## src/source/sdram_pkg.sv

```systemverilog
// ROM access shared definitions
`default_nettype none

package sdram_pkg;

    // Address widths, all counted in words of the client's own size
    localparam int sdram_aw = 20;
    localparam int main_aw  = 17;
    localparam int char_aw  = 13;

    // Payloads
    typedef logic [15:0] half_t;
    typedef logic [31:0] word_t;

    // SDRAM side addresses 32-bit words
    typedef logic [sdram_aw-1:0] sdram_addr_t;

    // Region bases in the SDRAM word space
    localparam sdram_addr_t main_base = 20'h00000;
    localparam sdram_addr_t char_base = 20'h80000;

    // Client indices shared by arbitration and steering
    localparam logic client_main = 1'b0;
    localparam logic client_char = 1'b1;

endpackage

`default_nettype wire
```

## src/source/game_sdram.sv

```systemverilog
// Game ROM access subsystem
`timescale 1ns/1ps
`default_nettype none

module game_sdram (
    input  wire                              clk,
    input  wire                              rst,
    // Main CPU ROM
    input  wire                              main_cs,
    input  wire [sdram_pkg::main_aw-1:0]     main_addr,
    output wire sdram_pkg::half_t            main_data,
    output wire                              main_ok,
    // Character ROM
    input  wire                              char_cs,
    input  wire [sdram_pkg::char_aw-1:0]     char_addr,
    output wire sdram_pkg::word_t            char_data,
    output wire                              char_ok,
    // SDRAM read port
    output wire                              sdram_req,
    output wire sdram_pkg::sdram_addr_t      sdram_addr,
    input  wire                              sdram_ack,
    input  wire sdram_pkg::word_t            sdram_data
);

    // Slot fetch requests
    wire                             main_fetch;
    wire [sdram_pkg::main_aw-1:0]    main_fetch_addr;
    wire                             char_fetch;
    wire [sdram_pkg::char_aw-1:0]    char_fetch_addr;

    // Decoded addresses
    wire sdram_pkg::sdram_addr_t     main_sdram_addr;
    wire                             main_half;
    wire sdram_pkg::sdram_addr_t     char_sdram_addr;

    // Arbiter results
    wire                             done;
    wire                             served;
    wire                             served_half;
    wire sdram_pkg::word_t           word;

    // Fills
    wire                             main_fill;
    wire sdram_pkg::half_t           main_fill_data;
    wire                             char_fill;
    wire sdram_pkg::word_t           char_fill_data;

    rom_slot #(
        .data_t     ( sdram_pkg::half_t  ),
        .aw         ( sdram_pkg::main_aw )
    ) u_main_slot (
        .clk        ( clk             ),
        .rst        ( rst             ),
        .cs         ( main_cs         ),
        .addr       ( main_addr       ),
        .data       ( main_data       ),
        .ok         ( main_ok         ),
        .fetch_req  ( main_fetch      ),
        .fetch_addr ( main_fetch_addr ),
        .fill       ( main_fill       ),
        .fill_data  ( main_fill_data  )
    );

    rom_slot #(
        .data_t     ( sdram_pkg::word_t  ),
        .aw         ( sdram_pkg::char_aw )
    ) u_char_slot (
        .clk        ( clk             ),
        .rst        ( rst             ),
        .cs         ( char_cs         ),
        .addr       ( char_addr       ),
        .data       ( char_data       ),
        .ok         ( char_ok         ),
        .fetch_req  ( char_fetch      ),
        .fetch_addr ( char_fetch_addr ),
        .fill       ( char_fill       ),
        .fill_data  ( char_fill_data  )
    );

    slot_decode u_decode (
        .main_fetch_addr ( main_fetch_addr ),
        .char_fetch_addr ( char_fetch_addr ),
        .main_sdram_addr ( main_sdram_addr ),
        .main_half       ( main_half       ),
        .char_sdram_addr ( char_sdram_addr )
    );

    bank_arbiter u_arbiter (
        .clk             ( clk             ),
        .rst             ( rst             ),
        .main_fetch      ( main_fetch      ),
        .char_fetch      ( char_fetch      ),
        .main_sdram_addr ( main_sdram_addr ),
        .main_half       ( main_half       ),
        .char_sdram_addr ( char_sdram_addr ),
        .sdram_req       ( sdram_req       ),
        .sdram_addr      ( sdram_addr      ),
        .sdram_ack       ( sdram_ack       ),
        .sdram_data      ( sdram_data      ),
        .done            ( done            ),
        .served          ( served          ),
        .served_half     ( served_half     ),
        .word            ( word            )
    );

    result_steer u_result (
        .clk             ( clk             ),
        .rst             ( rst             ),
        .done            ( done            ),
        .served          ( served          ),
        .served_half     ( served_half     ),
        .word            ( word            ),
        .main_fill       ( main_fill       ),
        .main_fill_data  ( main_fill_data  ),
        .char_fill       ( char_fill       ),
        .char_fill_data  ( char_fill_data  )
    );

endmodule

`default_nettype wire

```

## src/source/result_steer.sv

```systemverilog
// Read data steering to client slots
`timescale 1ns/1ps
`default_nettype none

module result_steer (
    input  wire                   clk,
    input  wire                   rst,
    // From the arbiter
    input  wire                   done,
    input  wire                   served,
    input  wire                   served_half,
    input  wire sdram_pkg::word_t word,
    // Main CPU slot
    output logic                  main_fill,
    output sdram_pkg::half_t      main_fill_data,
    // Character slot
    output logic                  char_fill,
    output sdram_pkg::word_t      char_fill_data
);

    sdram_pkg::half_t main_lane;

    // Half select picks the CPU word inside the SDRAM word
    assign main_lane = served_half ? word[31:16] : word[15:0];

    // One fill pulse, only toward the client that was served
    always_ff @(posedge clk) begin
        if (rst) begin
            main_fill <= 1'b0;
            char_fill <= 1'b0;
        end else begin
            main_fill <= done && served == sdram_pkg::client_main;
            char_fill <= done && served == sdram_pkg::client_char;
        end
    end

    always_ff @(posedge clk) begin
        if (done) begin
            main_fill_data <= main_lane;
            char_fill_data <= word;
        end
    end

endmodule

`default_nettype wire

```

## src/source/bank_arbiter.sv

```systemverilog
// Round-robin SDRAM read arbiter
`timescale 1ns/1ps
`default_nettype none

module bank_arbiter (
    input  wire                         clk,
    input  wire                         rst,
    // Pending fetches and their decoded addresses
    input  wire                         main_fetch,
    input  wire                         char_fetch,
    input  wire sdram_pkg::sdram_addr_t main_sdram_addr,
    input  wire                         main_half,
    input  wire sdram_pkg::sdram_addr_t char_sdram_addr,
    // SDRAM read port
    output logic                        sdram_req,
    output sdram_pkg::sdram_addr_t      sdram_addr,
    input  wire                         sdram_ack,
    input  wire sdram_pkg::word_t       sdram_data,
    // Toward the result stage
    output logic                        done,
    output logic                        served,
    output logic                        served_half,
    output sdram_pkg::word_t            word
);

    typedef enum logic [1:0] {
        st_idle,
        st_request,
        st_release,
        st_done
    } state_t;

    state_t state;
    logic   prio;
    logic   settle;
    logic   main_want;
    logic   char_want;
    logic   pick_main;
    logic   grant;

    // Served slot still shows fetch_req while its fill is in flight
    assign main_want = main_fetch && !(settle && served == sdram_pkg::client_main);
    assign char_want = char_fetch && !(settle && served == sdram_pkg::client_char);

    // prio names the client that wins a tie
    assign pick_main = main_want && (!char_want || prio == sdram_pkg::client_main);
    assign grant     = state == st_idle && (main_want || char_want);

    assign done = state == st_done;

    always_ff @(posedge clk) begin
        if (rst) begin
            state     <= st_idle;
            sdram_req <= 1'b0;
            prio      <= sdram_pkg::client_main;
            settle    <= 1'b0;
        end else begin
            settle <= state == st_done;
            case (state)
                st_idle: begin
                    if (grant) begin
                        sdram_req <= 1'b1;
                        state     <= st_request;
                    end
                end
                st_request: begin
                    // Data is valid with ack
                    if (sdram_ack) begin
                        sdram_req <= 1'b0;
                        state     <= st_release;
                    end
                end
                st_release: begin
                    if (!sdram_ack) begin
                        state <= st_done;
                    end
                end
                st_done: begin
                    // Other client wins the next tie
                    prio  <= ~served;
                    state <= st_idle;
                end
                default: begin
                    state <= st_idle;
                end
            endcase
        end
    end

    // Grant and capture registers
    always_ff @(posedge clk) begin
        if (grant) begin
            served      <= pick_main ? sdram_pkg::client_main : sdram_pkg::client_char;
            served_half <= pick_main ? main_half : 1'b0;
            sdram_addr  <= pick_main ? main_sdram_addr : char_sdram_addr;
        end
        if (state == st_request && sdram_ack) begin
            word <= sdram_data;
        end
    end

endmodule

`default_nettype wire

```

## src/source/slot_decode.sv

```systemverilog
// Client region address decoder
`timescale 1ns/1ps
`default_nettype none

module slot_decode (
    input  wire [sdram_pkg::main_aw-1:0] main_fetch_addr,
    input  wire [sdram_pkg::char_aw-1:0] char_fetch_addr,
    // Main CPU region
    output sdram_pkg::sdram_addr_t       main_sdram_addr,
    output logic                         main_half,
    // Character region
    output sdram_pkg::sdram_addr_t       char_sdram_addr
);

    sdram_pkg::sdram_addr_t main_offset;
    sdram_pkg::sdram_addr_t char_offset;

    // Two 16-bit CPU words share one SDRAM word
    assign main_offset = sdram_pkg::sdram_addr_t'(main_fetch_addr[sdram_pkg::main_aw-1:1]);

    // Odd CPU word sits in the upper half
    assign main_half = main_fetch_addr[0];

    assign main_sdram_addr = sdram_pkg::main_base + main_offset;

    // Tile words are already 32 bits wide
    assign char_offset = sdram_pkg::sdram_addr_t'(char_fetch_addr);

    assign char_sdram_addr = sdram_pkg::char_base + char_offset;

endmodule

`default_nettype wire

```

## src/source/rom_slot.sv

```systemverilog
// One-entry ROM client slot
`timescale 1ns/1ps
`default_nettype none

module rom_slot #(
    parameter type data_t = sdram_pkg::half_t,
    parameter int  aw     = sdram_pkg::main_aw
) (
    input  wire            clk,
    input  wire            rst,
    // Client side
    input  wire            cs,
    input  wire [aw-1:0]   addr,
    output data_t          data,
    output logic           ok,
    // Fetch side
    output logic           fetch_req,
    output logic [aw-1:0]  fetch_addr,
    input  wire            fill,
    input  wire data_t     fill_data
);

    data_t data_q;
    logic  valid;
    logic  ok_q;
    logic  match;
    logic  miss;

    // Stored address doubles as the fetch address
    assign match = addr == fetch_addr;

    // Only one fetch outstanding per slot
    assign miss = cs && !fetch_req && (!valid || !match);

    // Never show ok for an address the entry does not hold
    assign ok   = ok_q && cs && match;
    assign data = data_q;

    always_ff @(posedge clk) begin
        if (rst) begin
            valid     <= 1'b0;
            fetch_req <= 1'b0;
            ok_q      <= 1'b0;
        end else begin
            // Hit on a valid entry, or a fill landing on the current address
            ok_q <= cs && match && (valid || fill);
            if (miss) begin
                valid     <= 1'b0;
                fetch_req <= 1'b1;
            end else if (fill && fetch_req) begin
                valid     <= 1'b1;
                fetch_req <= 1'b0;
            end
        end
    end

    // Entry address and payload
    always_ff @(posedge clk) begin
        if (miss) begin
            fetch_addr <= addr;
        end
        if (fill && fetch_req) begin
            data_q <= fill_data;
        end
    end

endmodule

`default_nettype wire

```

## config.mk

```make
export PLATFORM = sky130hd
export DESIGN_NAME = game_sdram
export DESIGN_NICKNAME = d
export VERILOG_FILES = /design/src/source/sdram_pkg.sv /design/src/source/game_sdram.sv /design/src/source/result_steer.sv /design/src/source/bank_arbiter.sv /design/src/source/slot_decode.sv /design/src/source/rom_slot.sv
export SDC_FILE = /design/constraint.sdc
export NUM_CORES = 1
export LEC_CHECK = 0
export BUFFER_PORTS_ARGS = -buffer_cell sky130_fd_sc_hd__buf_2
export CORE_UTILIZATION = 50
export CTS_BUF_LIST = sky130_fd_sc_hd__clkbuf_4 sky130_fd_sc_hd__clkbuf_8
export CTS_CLUSTER_DIAMETER = 80
export DETAILED_ROUTE_END_ITERATION = 8
export GPL_TIMING_DRIVEN = 0
export PLACE_DENSITY = 0.83
export SETUP_SLACK_MARGIN = 0.05
export SLEW_MARGIN = 20
export SYNTH_ARGS = -nofsm -noshare
export SYNTH_HDL_FRONTEND = slang
export SYNTH_SLANG_ARGS = --single-unit
```

## constraint.sdc

```tcl
create_clock -name clk -period 3.7 [get_ports clk]
set_input_delay 1.11 -clock clk [delete_from_list [all_inputs] [get_ports clk]]
set_output_delay 1.11 -clock clk [all_outputs]
set_load 0.005 [all_outputs]
```

==> results.json <==
{
  "clockRootBuffer": "clkbuf_8",
  "hold_depth": 0,
  "powerDensity_nw_per_um2": 576,
  "ant_nets": 0,
  "maxCapViolCount": 0,
  "grt_overflow": 0,
  "syn_inst": 344,
  "p_sw_mw": 1.18,
  "nets": 576,
  "die_h_um": 118,
  "finalHoldViolations": 0,
  "clk-insertion-delay-late_ns": 0.45,
  "track_usage": 0.180,
  "grt_pass1_vias": 3632,
  "cp.arrival_ns": 2.35,
  "pwr-share-clk": 0.281,
  "crit_fanout": 5,
  "die_w_um": 118,
  "fmax_mhz": 289,
  "portBuffers": 133,
  "tightest_slew_ns": 0.892,
  "cp-end-kind": "primary output",
  "h-tree-depth": 4,
  "hold_class": "reg -> reg",
  "finalCritPeriodShare": 0.934,
  "cts_hold_repair.buffers": 0,
  "initial_core_util": 0.511,
  "dpl.cell_count": 658,
  "fin_crit_ns": 3.46,
  "nFillCells": 962,
  "p_sw_frac": 0.253,
  "cts_tree": "done",
  "layout_commonest_cell": "edfxtp_1",
  "setup_tns_ns": 0,
  "rsz0062_at_grt": "false",
  "finalMaxSlewViolations": 0,
  "antenna_cells": 0,
  "p_int_mw": 3.49,
  "syn-cell-area_um2": 6740,
  "clock_skew_ns": 0.0110,
  "yosysWarnings": 0,
  "drc": 0,
  "antenna_found_initial": 0,
  "relSlewSlack": 0.406,
  "seq_power_share": 0.594,
  "finalWirelength_mm": 11.6,
  "drt_iter0_markers": 275,
  "instances_no_fill": 693,
  "grt_max_degree": 36,
  "place_area_um2": 7690,
  "gp_congestion": 0.753,
  "ys_seq_area_frac": 0.827,
  "final_cell_mix": "177 x edfxtp_1, 134 x buf_2, 29 x mux2_2, 28 x xor2_1, 17 x clkbuf_8",
  "p_leak_nw": 2.97,
  "first_pass_iters": 4,
  "ir_drop_mv": 0.308,
  "fp-row-count": 42,
  "drive_gt1_frac": 0.412,
  "setup_viol": 0,
  "core-area_um2": 13200,
  "comb_power_share": 0.125,
  "grt_pass1_wl_mm": 18.6,
  "hpwlAfterDp_mm": 8.11,
  "viasPerCell": 4.99,
  "worstSetupPathType": "in -> out",
  "area_growth_pct": 20.3,
  "ys_ff_latch": 190,
  "run_status": "finished clean",
  "fp.dieArea_um2": 13900,
  "r2r_cells": 5,
  "ios": 138,
  "num_vias": 3456,
  "design_area_um2": 8110,
  "synth.distinct_cells": 38,
  "cts.sinks": 190,
  "synth.avg_cell_area_um2": 19.6,
  "wl_per_cell_um": 16.7,
  "cts_buffers": 17,
  "crit_required_ns": 2.59,
  "clockBufferDepth": 2,
  "start_kind": "input pin",
  "finish.utilization": 0.615,
  "path_clk_slew_ns": 0.10
}
[synth_stat cells]
library cell / n / area, µm²
ha_1: 5 / 62.6
mux2i_1: 2 / 20.0
nor4_1: 10 / 62.6
a21boi_2: 1 / 11.3
inv_1: 15 / 56.3
o21ai_0: 2 / 10.0
clkbuf_1: 2 / 7.51
nand3_1: 2 / 10.0
conb_1: 1 / 3.75
o22ai_1: 1 / 6.26
o21a_1: 2 / 15.0
nand2b_1: 3 / 18.8
nor2_1: 11 / 41.3
a2111oi_0: 1 / 8.76
and2_1: 5 / 31.3
a221o_1: 1 / 10.0
o32ai_1: 1 / 8.76
o211ai_2: 1 / 12.5
a31oi_1: 1 / 6.26
a211oi_1: 2 / 15.0
nand2_1: 8 / 30.0
a21oi_1: 1 / 5.00
xnor2_1: 2 / 17.5
and4_1: 1 / 8.76
buf_2: 1 / 5.00
xor2_1: 28 / 245
dfxtp_1: 13 / 260
buf_6: 1 / 11.3
nor3_1: 4 / 20.0
buf_4: 3 / 22.5
o41ai_1: 1 / 8.76
nor2b_1: 2 / 12.5
mux2_2: 29 / 327
edfxtp_1: 177 / 5320
nand4_1: 1 / 6.26
nor3b_1: 1 / 7.51
o311a_1: 1 / 10.0
o31a_1: 1 / 8.76
[power by group through the flow]
stage | Clock [mW] | Sequential [mW] | Combinational (mW)
finish | 1.31 | 2.78 | 0.584
global route | 1.43 | 2.80 | 0.640
CTS | 1.34 | 2.78 | 0.589
detailed placement | 0 | 2.83 | 0.583
global placement | 0 | 2.82 | 0.521
floorplan | 0 | 2.81 | 0.330
[metal layers]
metal	routed length [µm]	track usage	vias up
met3	771	0.0533	17
met2	5740	0.293	149
met5	0	0	-
met4	211	0.0825	0
met1	4870	0.221	1667
li1	-	-	1623
[cells by family (layout without fill, tap and decap cells)]
family	Yosys count	in the layout	synth area share
flip-flops	190	190	0.827
other	1	3	0.000556
multiplexers	31	31	0.0514
AND/OR/NAND/NOR	48	48	0.0369
AO/OA/AOI/OAI	17	17	0.0202
buffers and inverters	22	193	0.0152
XOR/XNOR	30	30	0.0390
adder cells (fa/ha/maj)	5	5	0.00928
[registers in the layout, summed over array words and instances, names as in the netlist, 2 cells and up]
| signal | count |
|---|---|
| u_char_slot.fetch_addr | 13 |
| u_arbiter.state | 2 |
| u_arbiter.word | 32 |
| u_main_slot.fetch_addr | 17 |
| u_char_slot.data | 32 |
| u_arbiter.sdram_addr | 17 |
| u_result.main_fill_data | 16 |
| u_result.char_fill_data | 32 |
| u_main_slot.data | 16 |
[critical path, stage by stage]
cell and delay, ns:
buf_2 0.11, xor2_1 0.13, nor4_1 0.34, nand3_1 0.11
buf_4 0.17, nor4_1 0.20, buf_2 0.17
[cell type report]
| class | count | area (µm²) | area share |
|---|---|---|---|
| Buffer | 7 | 46.3 | 0.00571 |
| Clock buffer | 18 | 241 | 0.0298 |
| Clock inverter | 14 | 145 | 0.0179 |
| Inverter | 15 | 56.3 | 0.00694 |
| Multi-Input combinational cell | 134 | 1080 | 0.134 |
| Sequential cell | 190 | 5580 | 0.688 |
| Tap cell | 176 | 220 | 0.0272 |
| Timing Repair Buffer | 139 | 739 | 0.0912 |
[path summary, 6_finish.rpt]
kind | start | end | slack (ns)
worst max register to register | u_main_slot.fetch_addr[1] | u_main_slot.fetch_addr[4] | 1.48
worst min register to register | u_result.main_fill_data[1] | u_main_slot.data[1] | 0.42
worst min-delay path | u_result.main_fill_data[1] | u_main_slot.data[1] | 0.42
worst max-delay path | main_addr[3] | main_ok | 0.24
[metrics by stage]
stage / total power, mW / hold WS [ns] / worst slack [ns]
CTS: 4.71 / 0.421 / 0.144
detailed placement: 3.41 / 0.405 / 0.153
floorplan: 3.14 / 0.400 / 0.630
global route: 4.87 / 0.431 / 0.103
finish: 4.67 / 0.421 / 0.243
global placement: 3.34 / 0.401 / 0.174
[repair_timing]
| action | CTS | global route |
|---|---|---|
| resized for setup | 0 | 1 |
| setup endpoints to repair | 0 | 1 |
| setup buffers | 0 | 3 |
Note: power is estimated with default switching activity, not from simulation.
